===== config.mk =====
export PLATFORM = sky130hd
export DESIGN_NAME = spi_bridge_top
export DESIGN_NICKNAME = d
export VERILOG_FILES = /design/src/verilog/msg_pkg.sv /design/src/verilog/sd_status_pkg.sv /design/src/verilog/msg_receiver.sv /design/src/verilog/msg_dispatcher.sv /design/src/verilog/resp_transmitter.sv /design/src/verilog/cmd6_capture.sv /design/src/verilog/spi_bridge_top.sv
export SDC_FILE = /design/constraint.sdc
export NUM_CORES = 1
export LEC_CHECK = 0
export ABC_AREA = 1
export BUFFER_PORTS_ARGS = -buffer_cell sky130_fd_sc_hd__buf_2
export CAP_MARGIN = 20
export CORE_UTILIZATION = 29
export CTS_CLUSTER_DIAMETER = 200
export DETAILED_ROUTE_END_ITERATION = 10
export HOLD_SLACK_MARGIN = 0.1
export PLACE_DENSITY = 0.44
export SLEW_MARGIN = 20
export SYNTH_ARGS = -nofsm -noshare
export SYNTH_HDL_FRONTEND = slang
export SYNTH_HIERARCHICAL = 1
export SYNTH_SLANG_ARGS = --single-unit

===== constraint.sdc =====
create_clock -name sd_datInWrite_clk -period 2.6 [get_ports sd_datInWrite_clk]
set_input_delay 0.26 -clock sd_datInWrite_clk [delete_from_list [all_inputs] [get_ports sd_datInWrite_clk]]
set_output_delay 0.26 -clock sd_datInWrite_clk [all_outputs]
set_load 0.005 [all_outputs]

===== src/verilog/msg_pkg.sv =====
`default_nettype none

package msg_pkg;

    // ========================================
    // Serial message framing
    // ========================================

    // Message bits after the start bit
    localparam int MsgLen = 64;

    // Type byte sits at the top of the message
    localparam int TypeLen = 8;

    // Argument fills the rest
    localparam int ArgLen = 56;

    // Reply is one full word, no start bit
    localparam int RespLen = 64;

    // Idle cycles before the first reply bit
    localparam int TurnaroundCycles = 8;

    localparam int LedWidth = 4;

    // Set in the type byte when the host wants a reply
    localparam int TypeRespBit = 7;

    // ========================================
    // Message type codes
    // ========================================

    localparam logic [TypeLen-1:0] MsgTypeNop = 8'h00;

    // Reply bit set
    localparam logic [TypeLen-1:0] MsgTypeEcho = 8'h81;

    localparam logic [TypeLen-1:0] MsgTypeLedSet = 8'h02;

    localparam logic [TypeLen-1:0] MsgTypeImgReset = 8'h03;

    // Reply bit set
    localparam logic [TypeLen-1:0] MsgTypeSdStatus = 8'h84;

    // ========================================
    // Argument views
    // ========================================

    // Control fields for LED set and image reset, LEDs lowest
    typedef struct packed {
        logic [50:0]         reserved;
        logic                img_rst;
        logic [LedWidth-1:0] led;
    } msg_ctrl_s;

    // Same argument word, read as echo payload or as control fields
    typedef union packed {
        logic [ArgLen-1:0] payload;
        msg_ctrl_s         ctrl;
    } msg_arg_u;

endpackage

`default_nettype wire


===== src/verilog/sd_status_pkg.sv =====
`default_nettype none

package sd_status_pkg;

    // ========================================
    // CMD6 status block layout
    // ========================================

    // 512-bit block seen as 16-bit words
    localparam int BlockWords = 32;

    localparam int WordWidth = 16;

    // Word holding the access mode, first word is 0
    localparam int AccessModeWord = 8;

    // Access mode field inside that word, bits 11 to 8
    localparam int AccessModeLsb = 8;

    localparam int AccessModeWidth = 4;

endpackage

`default_nettype wire


===== src/verilog/msg_receiver.sv =====
`timescale 1ns/1ps
`default_nettype none

module msg_receiver (
    input  wire logic                       sd_datInWrite_clk,
    input  wire logic                       sd_datInWrite_rst_,
    input  wire logic                       spi_data_in,
    input  wire logic                       busy,
    output logic                            msg_valid,
    output logic [msg_pkg::MsgLen-1:0]      msg_word
);

    // ========================================
    // Receive FSM
    // ========================================

    // Low while idle, high while shifting message bits
    logic                                   shifting;
    logic [$clog2(msg_pkg::MsgLen)-1:0]     bit_cnt;
    logic [msg_pkg::MsgLen-1:0]             shift_reg;

    always_ff @(posedge sd_datInWrite_clk or negedge sd_datInWrite_rst_) begin
        if (!sd_datInWrite_rst_) begin
            shifting  <= 1'b0;
            bit_cnt   <= '0;
            msg_valid <= 1'b0;
        end else begin
            msg_valid <= 1'b0;
            if (!shifting) begin
                // Line is ignored while a reply is on its way out
                if (spi_data_in && !busy) begin
                    shifting <= 1'b1;
                    bit_cnt  <= ($bits(bit_cnt))'(msg_pkg::MsgLen - 1);
                end
            end else begin
                if (bit_cnt == '0) begin
                    // last bit sampled this edge
                    shifting  <= 1'b0;
                    msg_valid <= 1'b1;
                end else begin
                    bit_cnt <= bit_cnt - 1'b1;
                end
            end
        end
    end

    // MSB first, so shift in from the bottom
    always_ff @(posedge sd_datInWrite_clk) begin
        if (shifting) begin
            shift_reg <= {shift_reg[msg_pkg::MsgLen-2:0], spi_data_in};
        end
    end

    assign msg_word = shift_reg;

    // ========================================
    // Checks
    // ========================================

    // Host must wait for the reply before sending again
    assert property (@(posedge sd_datInWrite_clk) disable iff (!sd_datInWrite_rst_)
        msg_valid |-> !busy)
    else $error("message completed while a reply was pending");

endmodule

`default_nettype wire


===== src/verilog/msg_dispatcher.sv =====
`timescale 1ns/1ps
`default_nettype none

module msg_dispatcher (
    input  wire logic                                   sd_datInWrite_clk,
    input  wire logic                                   sd_datInWrite_rst_,
    input  wire logic                                   msg_valid,
    input  wire logic [msg_pkg::MsgLen-1:0]             msg_word,
    input  wire logic [sd_status_pkg::AccessModeWidth-1:0] access_mode,
    input  wire logic                                   mode_valid,
    output logic [msg_pkg::LedWidth-1:0]                led,
    output logic                                        img_rst_,
    output logic                                        resp_valid,
    output logic [msg_pkg::RespLen-1:0]                 resp_word
);

    // ========================================
    // Message split
    // ========================================

    logic [msg_pkg::TypeLen-1:0]    msg_type;
    msg_pkg::msg_arg_u              msg_arg;
    logic                           type_known;
    logic [msg_pkg::RespLen-1:0]    resp_next;

    assign msg_type = msg_word[msg_pkg::MsgLen-1 -: msg_pkg::TypeLen];
    assign msg_arg  = msg_word[msg_pkg::ArgLen-1:0];

    // ========================================
    // Type decode and reply build
    // ========================================

    always_comb begin
        type_known = 1'b0;
        resp_next  = '0;
        case (msg_type)
            msg_pkg::MsgTypeNop: begin
                type_known = 1'b1;
            end
            msg_pkg::MsgTypeEcho: begin
                type_known = 1'b1;
                // Payload on top, low byte zero
                resp_next  = {msg_arg.payload, {(msg_pkg::RespLen - msg_pkg::ArgLen){1'b0}}};
            end
            msg_pkg::MsgTypeLedSet: begin
                type_known = 1'b1;
            end
            msg_pkg::MsgTypeImgReset: begin
                type_known = 1'b1;
            end
            msg_pkg::MsgTypeSdStatus: begin
                type_known = 1'b1;
                resp_next  = {mode_valid, access_mode,
                              {(msg_pkg::RespLen - 1 - sd_status_pkg::AccessModeWidth){1'b0}}};
            end
            default: begin
                // unknown types are dropped silently
                type_known = 1'b0;
            end
        endcase
    end

    // ========================================
    // Control registers
    // ========================================

    always_ff @(posedge sd_datInWrite_clk or negedge sd_datInWrite_rst_) begin
        if (!sd_datInWrite_rst_) begin
            led        <= '0;
            img_rst_   <= 1'b0;
            resp_valid <= 1'b0;
        end else begin
            resp_valid <= msg_valid && type_known && msg_type[msg_pkg::TypeRespBit];
            if (msg_valid) begin
                if (msg_type == msg_pkg::MsgTypeLedSet) begin
                    led <= msg_arg.ctrl.led;
                end
                if (msg_type == msg_pkg::MsgTypeImgReset) begin
                    img_rst_ <= msg_arg.ctrl.img_rst;
                end
            end
        end
    end

    // Reply word, valid alongside resp_valid
    always_ff @(posedge sd_datInWrite_clk) begin
        if (msg_valid) begin
            resp_word <= resp_next;
        end
    end

endmodule

`default_nettype wire


===== src/verilog/resp_transmitter.sv =====
`timescale 1ns/1ps
`default_nettype none

module resp_transmitter (
    input  wire logic                       sd_datInWrite_clk,
    input  wire logic                       sd_datInWrite_rst_,
    input  wire logic                       resp_valid,
    input  wire logic [msg_pkg::RespLen-1:0] resp_word,
    output logic                            busy,
    output logic                            spi_data_out,
    output logic                            spi_data_oe
);

    // ========================================
    // Turnaround and shift out
    // ========================================

    // busy without oe is the turnaround gap, oe is the shift phase
    logic [$clog2(msg_pkg::TurnaroundCycles)-1:0]   turn_cnt;
    logic [$clog2(msg_pkg::RespLen)-1:0]            bit_cnt;
    logic [msg_pkg::RespLen-1:0]                    shift_reg;

    always_ff @(posedge sd_datInWrite_clk or negedge sd_datInWrite_rst_) begin
        if (!sd_datInWrite_rst_) begin
            busy        <= 1'b0;
            spi_data_oe <= 1'b0;
            turn_cnt    <= '0;
            bit_cnt     <= '0;
        end else begin
            if (!busy) begin
                if (resp_valid) begin
                    busy     <= 1'b1;
                    turn_cnt <= ($bits(turn_cnt))'(msg_pkg::TurnaroundCycles - 1);
                end
            end else if (!spi_data_oe) begin
                // Give the host time to release the line
                if (turn_cnt == '0) begin
                    spi_data_oe <= 1'b1;
                    bit_cnt     <= ($bits(bit_cnt))'(msg_pkg::RespLen - 1);
                end else begin
                    turn_cnt <= turn_cnt - 1'b1;
                end
            end else begin
                if (bit_cnt == '0) begin
                    spi_data_oe <= 1'b0;
                    busy        <= 1'b0;
                end else begin
                    bit_cnt <= bit_cnt - 1'b1;
                end
            end
        end
    end

    always_ff @(posedge sd_datInWrite_clk) begin
        if (resp_valid && !busy) begin
            shift_reg <= resp_word;
        end else if (spi_data_oe) begin
            shift_reg <= {shift_reg[msg_pkg::RespLen-2:0], 1'b0};
        end
    end

    // MSB leads; line held low when not driving
    assign spi_data_out = spi_data_oe & shift_reg[msg_pkg::RespLen-1];

    // ========================================
    // Checks
    // ========================================

    assert property (@(posedge sd_datInWrite_clk) disable iff (!sd_datInWrite_rst_)
        resp_valid |-> !busy)
    else $error("reply requested while the previous one is still going out");

endmodule

`default_nettype wire


===== src/verilog/cmd6_capture.sv =====
`timescale 1ns/1ps
`default_nettype none

module cmd6_capture (
    input  wire logic                                       sd_datInWrite_clk,
    input  wire logic                                       sd_datInWrite_rst_,
    input  wire logic                                       dat_block_start,
    input  wire logic                                       dat_valid,
    input  wire logic [sd_status_pkg::WordWidth-1:0]        dat_word,
    output logic [sd_status_pkg::AccessModeWidth-1:0]       access_mode,
    output logic                                            mode_valid
);

    // Counts 0..BlockWords, parks at BlockWords until rearmed
    logic [$clog2(sd_status_pkg::BlockWords):0] word_cnt;

    always_ff @(posedge sd_datInWrite_clk or negedge sd_datInWrite_rst_) begin
        if (!sd_datInWrite_rst_) begin
            word_cnt    <= ($bits(word_cnt))'(sd_status_pkg::BlockWords);
            access_mode <= '0;
            mode_valid  <= 1'b0;
        end else if (dat_block_start) begin
            word_cnt   <= '0;
            mode_valid <= 1'b0;
        end else if (dat_valid && word_cnt != ($bits(word_cnt))'(sd_status_pkg::BlockWords)) begin
            word_cnt <= word_cnt + 1'b1;
            if (word_cnt == ($bits(word_cnt))'(sd_status_pkg::AccessModeWord)) begin
                access_mode <= dat_word[sd_status_pkg::AccessModeLsb +:
                                        sd_status_pkg::AccessModeWidth];
                mode_valid  <= 1'b1;
            end
        end
    end

    // ========================================
    // Checks
    // ========================================

    // A block start and a data word never share a cycle
    assert property (@(posedge sd_datInWrite_clk) disable iff (!sd_datInWrite_rst_)
        !(dat_block_start && dat_valid))
    else $error("dat_block_start and dat_valid high together");

endmodule

`default_nettype wire


===== src/verilog/spi_bridge_top.sv =====
`timescale 1ns/1ps
`default_nettype none

module spi_bridge_top (
    input  wire logic                                   sd_datInWrite_clk,
    input  wire logic                                   sd_datInWrite_rst_,
    input  wire logic                                   spi_data_in,
    input  wire logic                                   dat_block_start,
    input  wire logic                                   dat_valid,
    input  wire logic [sd_status_pkg::WordWidth-1:0]    dat_word,
    output logic                                        spi_data_out,
    output logic                                        spi_data_oe,
    output logic [msg_pkg::LedWidth-1:0]                led,
    output logic                                        img_rst_
);

    // ========================================
    // Internal nets
    // ========================================

    logic                                       msg_valid;
    logic [msg_pkg::MsgLen-1:0]                 msg_word;
    logic                                       resp_valid;
    logic [msg_pkg::RespLen-1:0]                resp_word;
    logic                                       busy;
    logic [sd_status_pkg::AccessModeWidth-1:0]  access_mode;
    logic                                       mode_valid;

    // ========================================
    // Serial message path
    // ========================================

    msg_receiver msg_receiver0 (
        .sd_datInWrite_clk  (sd_datInWrite_clk),
        .sd_datInWrite_rst_ (sd_datInWrite_rst_),
        .spi_data_in        (spi_data_in),
        .busy               (busy),
        .msg_valid          (msg_valid),
        .msg_word           (msg_word)
    );

    msg_dispatcher msg_dispatcher0 (
        .sd_datInWrite_clk  (sd_datInWrite_clk),
        .sd_datInWrite_rst_ (sd_datInWrite_rst_),
        .msg_valid          (msg_valid),
        .msg_word           (msg_word),
        .access_mode        (access_mode),
        .mode_valid         (mode_valid),
        .led                (led),
        .img_rst_           (img_rst_),
        .resp_valid         (resp_valid),
        .resp_word          (resp_word)
    );

    resp_transmitter resp_transmitter0 (
        .sd_datInWrite_clk  (sd_datInWrite_clk),
        .sd_datInWrite_rst_ (sd_datInWrite_rst_),
        .resp_valid         (resp_valid),
        .resp_word          (resp_word),
        .busy               (busy),
        .spi_data_out       (spi_data_out),
        .spi_data_oe        (spi_data_oe)
    );

    // SD data-in side, feeds the status reply
    cmd6_capture cmd6_capture0 (
        .sd_datInWrite_clk  (sd_datInWrite_clk),
        .sd_datInWrite_rst_ (sd_datInWrite_rst_),
        .dat_block_start    (dat_block_start),
        .dat_valid          (dat_valid),
        .dat_word           (dat_word),
        .access_mode        (access_mode),
        .mode_valid         (mode_valid)
    );

endmodule

`default_nettype wire


## Word level (Yosys, flattened, before mapping)

Index checks and enable logic that the tools add are counted.
Widths: inputs -> output; s select.

| operators by class | value |
|---|---|
| add/sub/neg operators | 4 |
| equality and inequality tests | 10 |
| mux-type cells | 30 |
| bitwise logic cells | 2 |
| reduce and logical (&&, ||, !) cells | 24 |

Operators with widths:

| kind | number |
|---|---|
| $mux 64 | 2 |
| $pmux 64 s2 | 1 |
| $mux 6 | 8 |
| $eq 8x2->1 const B | 2 |
| $eq 8x8->1 const B | 2 |
| $mux 1 | 15 |
| $logic_not 6->1 | 2 |
| $mux 3 | 4 |
| $reduce_bool 2->1 | 6 |
| $sub 6x1->6 const B | 2 |
| $reduce_and 3->1 | 3 |
| $logic_not 8->1 | 1 |
| $ne 2x2->1 const B | 4 |
| $reduce_and 2->1 | 4 |
| $add 6x1->6 const B | 1 |
| $eq 6x4->1 const B | 1 |
| $ne 6x6->1 const B | 1 |
| $logic_and 1x1->1 | 5 |
| $reduce_or 5->1 | 1 |
| $logic_not 3->1 | 1 |
| $sub 3x1->3 const B | 1 |
| $and 1x1->1 | 1 |
| $logic_not 1->1 | 1 |
| $not 1->1 | 1 |

| storage, ports and cells | value |
|---|---|
| register bits after elaboration | 228 |
| input bits | 21 |
| output and inout port bits | 7 |
| word-level logic and storage cells | 86 |

## Depth between registers and ports, before layout

| depth | value |
|---|---|
| word-level depth | 5 |
| gate-level depth with buffers | 9 |

## Hierarchy

The synthesis kept the hierarchy.

Modules (own cells, without submodules):

| module | instances | cells an instance | area an instance (um2) | sequential area each (um2) |
|---|---|---|---|---|
| resp_transmitter | 1 | 227 | 3402.0 | 2197.1 |
| msg_dispatcher | 1 | 244 | 2672.6 | 1831.8 |
| msg_receiver | 1 | 123 | 2397.3 | 2122.0 |
| cmd6_capture | 1 | 75 | 623.1 | 276.5 |

## Worst setup path before layout

Ideal clock, no wire load.

| path | value |
|---|---|
| path type | reg-to-reg |
| start | register resp_transmitter0.busy |
| end | register resp_transmitter0/shift_reg[0] (netlist bit), enable pin |
| library setup time | 424 ps |
| data arrival time | 2223 ps |
| data required time | 2176 ps |
| slack | -47 ps |
| cell stages (with the launch flop) | 6 |
| buffers on the path | 2 |
| period minus slack after synthesis | 2647 ps |
| cells stage by stage | dfrtp_1 inv_2 nand2_2 buf_6 buf_6 nand2_1 |

| between the ends | value |
|---|---|
| longest elaborated chain between the ends | 3 |

Ends and longest elaborated chain:

| item | RTL line | text |
|---|---|---|
| start: declaration | resp_transmitter.sv:9 | `output logic busy,` |
| start signal: assignment | resp_transmitter.sv:25 | `busy <= 1'b0;` |
| start signal: assignment | resp_transmitter.sv:32 | `busy <= 1'b1;` |
| start signal: assignment | resp_transmitter.sv:46 | `busy <= 1'b0;` |
| $logic_not 1->1 | n/a |  |
| $logic_and 1x1->1 | resp_transmitter.sv:55 | `if (resp_valid && !busy) begin` |
| $reduce_bool 2->1 (no line) | n/a |  |
| end signal: assignment | resp_transmitter.sv:56 | `shift_reg <= resp_word;` |
| end signal: assignment | resp_transmitter.sv:58 | `shift_reg <= {shift_reg[msg_pkg::RespLen-2:0], 1'b0};` |
| end: declaration | resp_transmitter.sv:21 | `logic [msg_pkg::RespLen-1:0] shift_reg;` |

No other way between the ends.
A chain may end at the register's enable or synchronous reset.

## Worst setup path after layout

| path | value |
|---|---|
| start | register resp_transmitter0.busy |
| end | register resp_transmitter0/shift_reg[20] (netlist bit) (data pin) |

| between the ends | value |
|---|---|
| longest elaborated chain between the ends | 3 |

Ends and longest elaborated chain:

| item | RTL line |
|---|---|
| $logic_not 1->1 | n/a |
| $logic_and 1x1->1 | resp_transmitter.sv:55 |
| $mux 64 | resp_transmitter.sv:55 |

No other way between the ends.

==> summary.txt <==
Run status
  – Status: completed

Synth
  – Synth area leader: edfxtp_1
  – #FFs+latches synth: 220
  – Synth Instances: approximately 670
  – Top-count cell post-synth: edfxtp_1
  – Synth area leaders: edfxtp_1, dfrtp_1, mux2_2
  – Top-area cell type share of the netlist area: 0.6075
  – Syn Area/Cell: ~14 sq um
  – Synth warnings: 6
  – Commonest cells in the netlist: edfxtp_1, nand2_1, inv_1, nor2_1, mux2_2
  – FFs w/ async S/R, synth: 0.1636
  – EDFF count, synth: 184
  – Register area share after synthesis: 0.7067
  – Post-Syn Area: 0.009095 sq mm
  – Post-synth cell types: 33
  – Post-synth top flop: edfxtp_1

Worst setup path
  – Arrival time worst endpoint: around 2200 ps
  – WS Path Type: flip-flop to flip-flop
  – Crit path max fanout: slightly above 40
  – Required time worst endpoint: 2860 ps
  – Reg2Reg Depth: 4
  – Worst setup EP type: flip-flop
  – Startpoint Class: flip-flop

Timing
  – Relative slew slack: 0.4231
  – Fin crit period: 1928 ps
  – Worst-Margin Slew: slightly below 900 ps
  – Count of pins over their slew limit: 0
  – RSZ-0062 raised after global routing: false
  – Final critical-path share of the clock period: 0.7416
  – Final Hold Viols: 0
  – Final setup fails: 0
  – Fin Hold WS: 413.3 ps
  – FMAX: about 520 MHz
  – Final Skew: around 6.5 ps
  – Fin Setup TNS: 0 ps

Die
  – Chip width: between 150 and 200 microns
  – Row count: between 60 and 70
  – Die ar.: roughly 0.032 sq mm
  – Chip Height: about 180 microns
  – Starting Density: 0.2958
  – # IOs: 28
  – Core region area: between 0.03 and 0.04 sq mm

Routing
  – Total number of vias: about 4800
  – Starting DRT DRC Count: 250
  – Final ANT Viol Nets: 0
  – WL/cell: roughly 13 microns
  – Vias/cell: 4.243
  – Drt drc: 0
  – WL final: 14240 microns
  – Pre-Repair DR Iteration Count: 4

Pwr
  – Pwr/cell area: ~830 mW/mm^2
  – Peak supply drop: ~0.46 mV
  – Static leakage: around 4.4 nW

Finish
  – Ant. Diodes: 0
  – Layout cells sized above 1: 0.2318
  – # nets final: 740
  – Fill cells: between 3000 and 4000
  – P&R area growth vs syn: 15.35%
  – Fin cells: approximately 1100

Clocking
  – Reg clk slew, reported paths: around 60 ps
  – Sink Count: 220
  – Root buf cell: clkbuf_16
  – H-tree depth: 1
  – Clock latency on the worst-skew pair: around 500 ps
  – Post-CTS sizing: 0
  – Clock Path Buffers: 3
  – CTS tree: done
  – Post-cts hold buffer count: 8
  – Post CTS Setup Buffer Count: 0
  – Total clock buffers created by CTS: 24

Hold path
  – Hold Crit Class: input pin to async pin

Global route
  – First-pass GRT wire length: 24210 microns
  – Total global-route track usage: 0.09407
  – Largest net degree at the start of global routing: 65
  – Total grt overflow: 0
  – Vias in the first global route: approximately 4800
  – Antenna violations before repair: 0

Placed design
  – Dpl cells: roughly 1100
  – GP Congestion: 0.7659
  – Post-DP HPWL: around 8000 microns
  – Port Buffers: 15

Flow run
  – Max_cap viols: 0
==> report_power, final <==
group | leakage, nW | internal [W] | switching [W]
combinational | 1.73 | 0.000195 | 0.000400
clock | 0.379 | 0.00209 | 0.00136
sequential | 2.29 | 0.00443 | 0.000264
total | 4.40 | 0.00671 | 0.00202
==> metrics by stage <==
stage	utilization	power (W)	area (sq um)	setup WS [ps]
6_report	0.3412	0.008733	10490	671.7
3_3_place_gp	0.3123	0.005346	9603	641.4
4_1_cts	0.3412	0.008905	10490	608.0
2_1_floorplan	-	0.005154	9124	106.4
5_1_grt	0.3412	0.009182	10490	524.7
3_5_place_dp	0.3123	0.005367	9603	619.9
==> worst max-delay path, cell delays in order (launching register included) <==
cell and delay [ps]:
dfrtp_1 470, inv_2 90, nand2_4 440, buf_4 290
mux2_2 350
==> layer usage <==
layer	track usage	up-vias	part of all wire
met3	0.01781	24	0.038
met4	0.03151	0	0.021
met5	0	-	0
met1	0.1236	2360	0.47
li1	-	2327	-
met2	0.1552	62	0.47
==> logic make-up after synthesis <==
kind of cell             count (synthesis)  synth area share
AO/OA/AOI/OAI                           19           0.01238
XOR/XNOR                                 1         0.0009632
flip-flops                             220            0.7067
other                                    1         0.0004123
AND/OR/NAND/NOR                        239            0.1235
buffers and inverters                  118           0.06081
multiplexers                            63           0.08419
adder cells (fa/ha/maj)                  8           0.01101
==> worst paths after layout <==
check,from,end,slack [ps]
min in group sd_datInWrite_clk,msg_receiver0/msg_word[14]$_DFFE_PP_,msg_receiver0/msg_word[15]$_DFFE_PP_,450
hold reg to reg,msg_receiver0/msg_word[14]$_DFFE_PP_,msg_receiver0/msg_word[15]$_DFFE_PP_,450
max in group asynchronous,sd_datInWrite_rst_,msg_receiver0/shifting$_DFF_PN0_,1600
hold / removal,sd_datInWrite_rst_,msg_receiver0/msg_valid$_DFF_PN0_,410
setup reg to reg,resp_transmitter0/busy$_DFF_PN0_,resp_transmitter0/shift_reg[20]$_DFFE_PP_,670
setup / recovery,resp_transmitter0/busy$_DFF_PN0_,resp_transmitter0/shift_reg[20]$_DFFE_PP_,670
==> cells in the final DEF, fill, tap and decap left out, drive strengths merged <==
cell,instances
bufinv,3
ha,8
dfstp,1
nand4,11
nand3,39
dfrtp,35
conb,8
xor2,1
nor3b,1
dlygate4sd3,8
nor2,79
nor3,2
inv,96
edfxtp,184
a21oi,4
nand2,106
clkbuf,31
buf,22
or2,1
o21ai,14
clkinv,6
mux2,63
o31ai,1
clkinvlp,5
==> final cells by class <==
class	instances	area, sq um	share of cell area
clock buffers	31	658.1	0.06273
clock inverters	13	150.1	0.01431
inverters	97	364.1	0.03470
multi-input cells	338	2148	0.2048
flip-flops and latches	220	6430	0.6129
well taps	396	495.5	0.04723
repair buffers	30	245.2	0.02338
(Power assumes the default switching activity.)
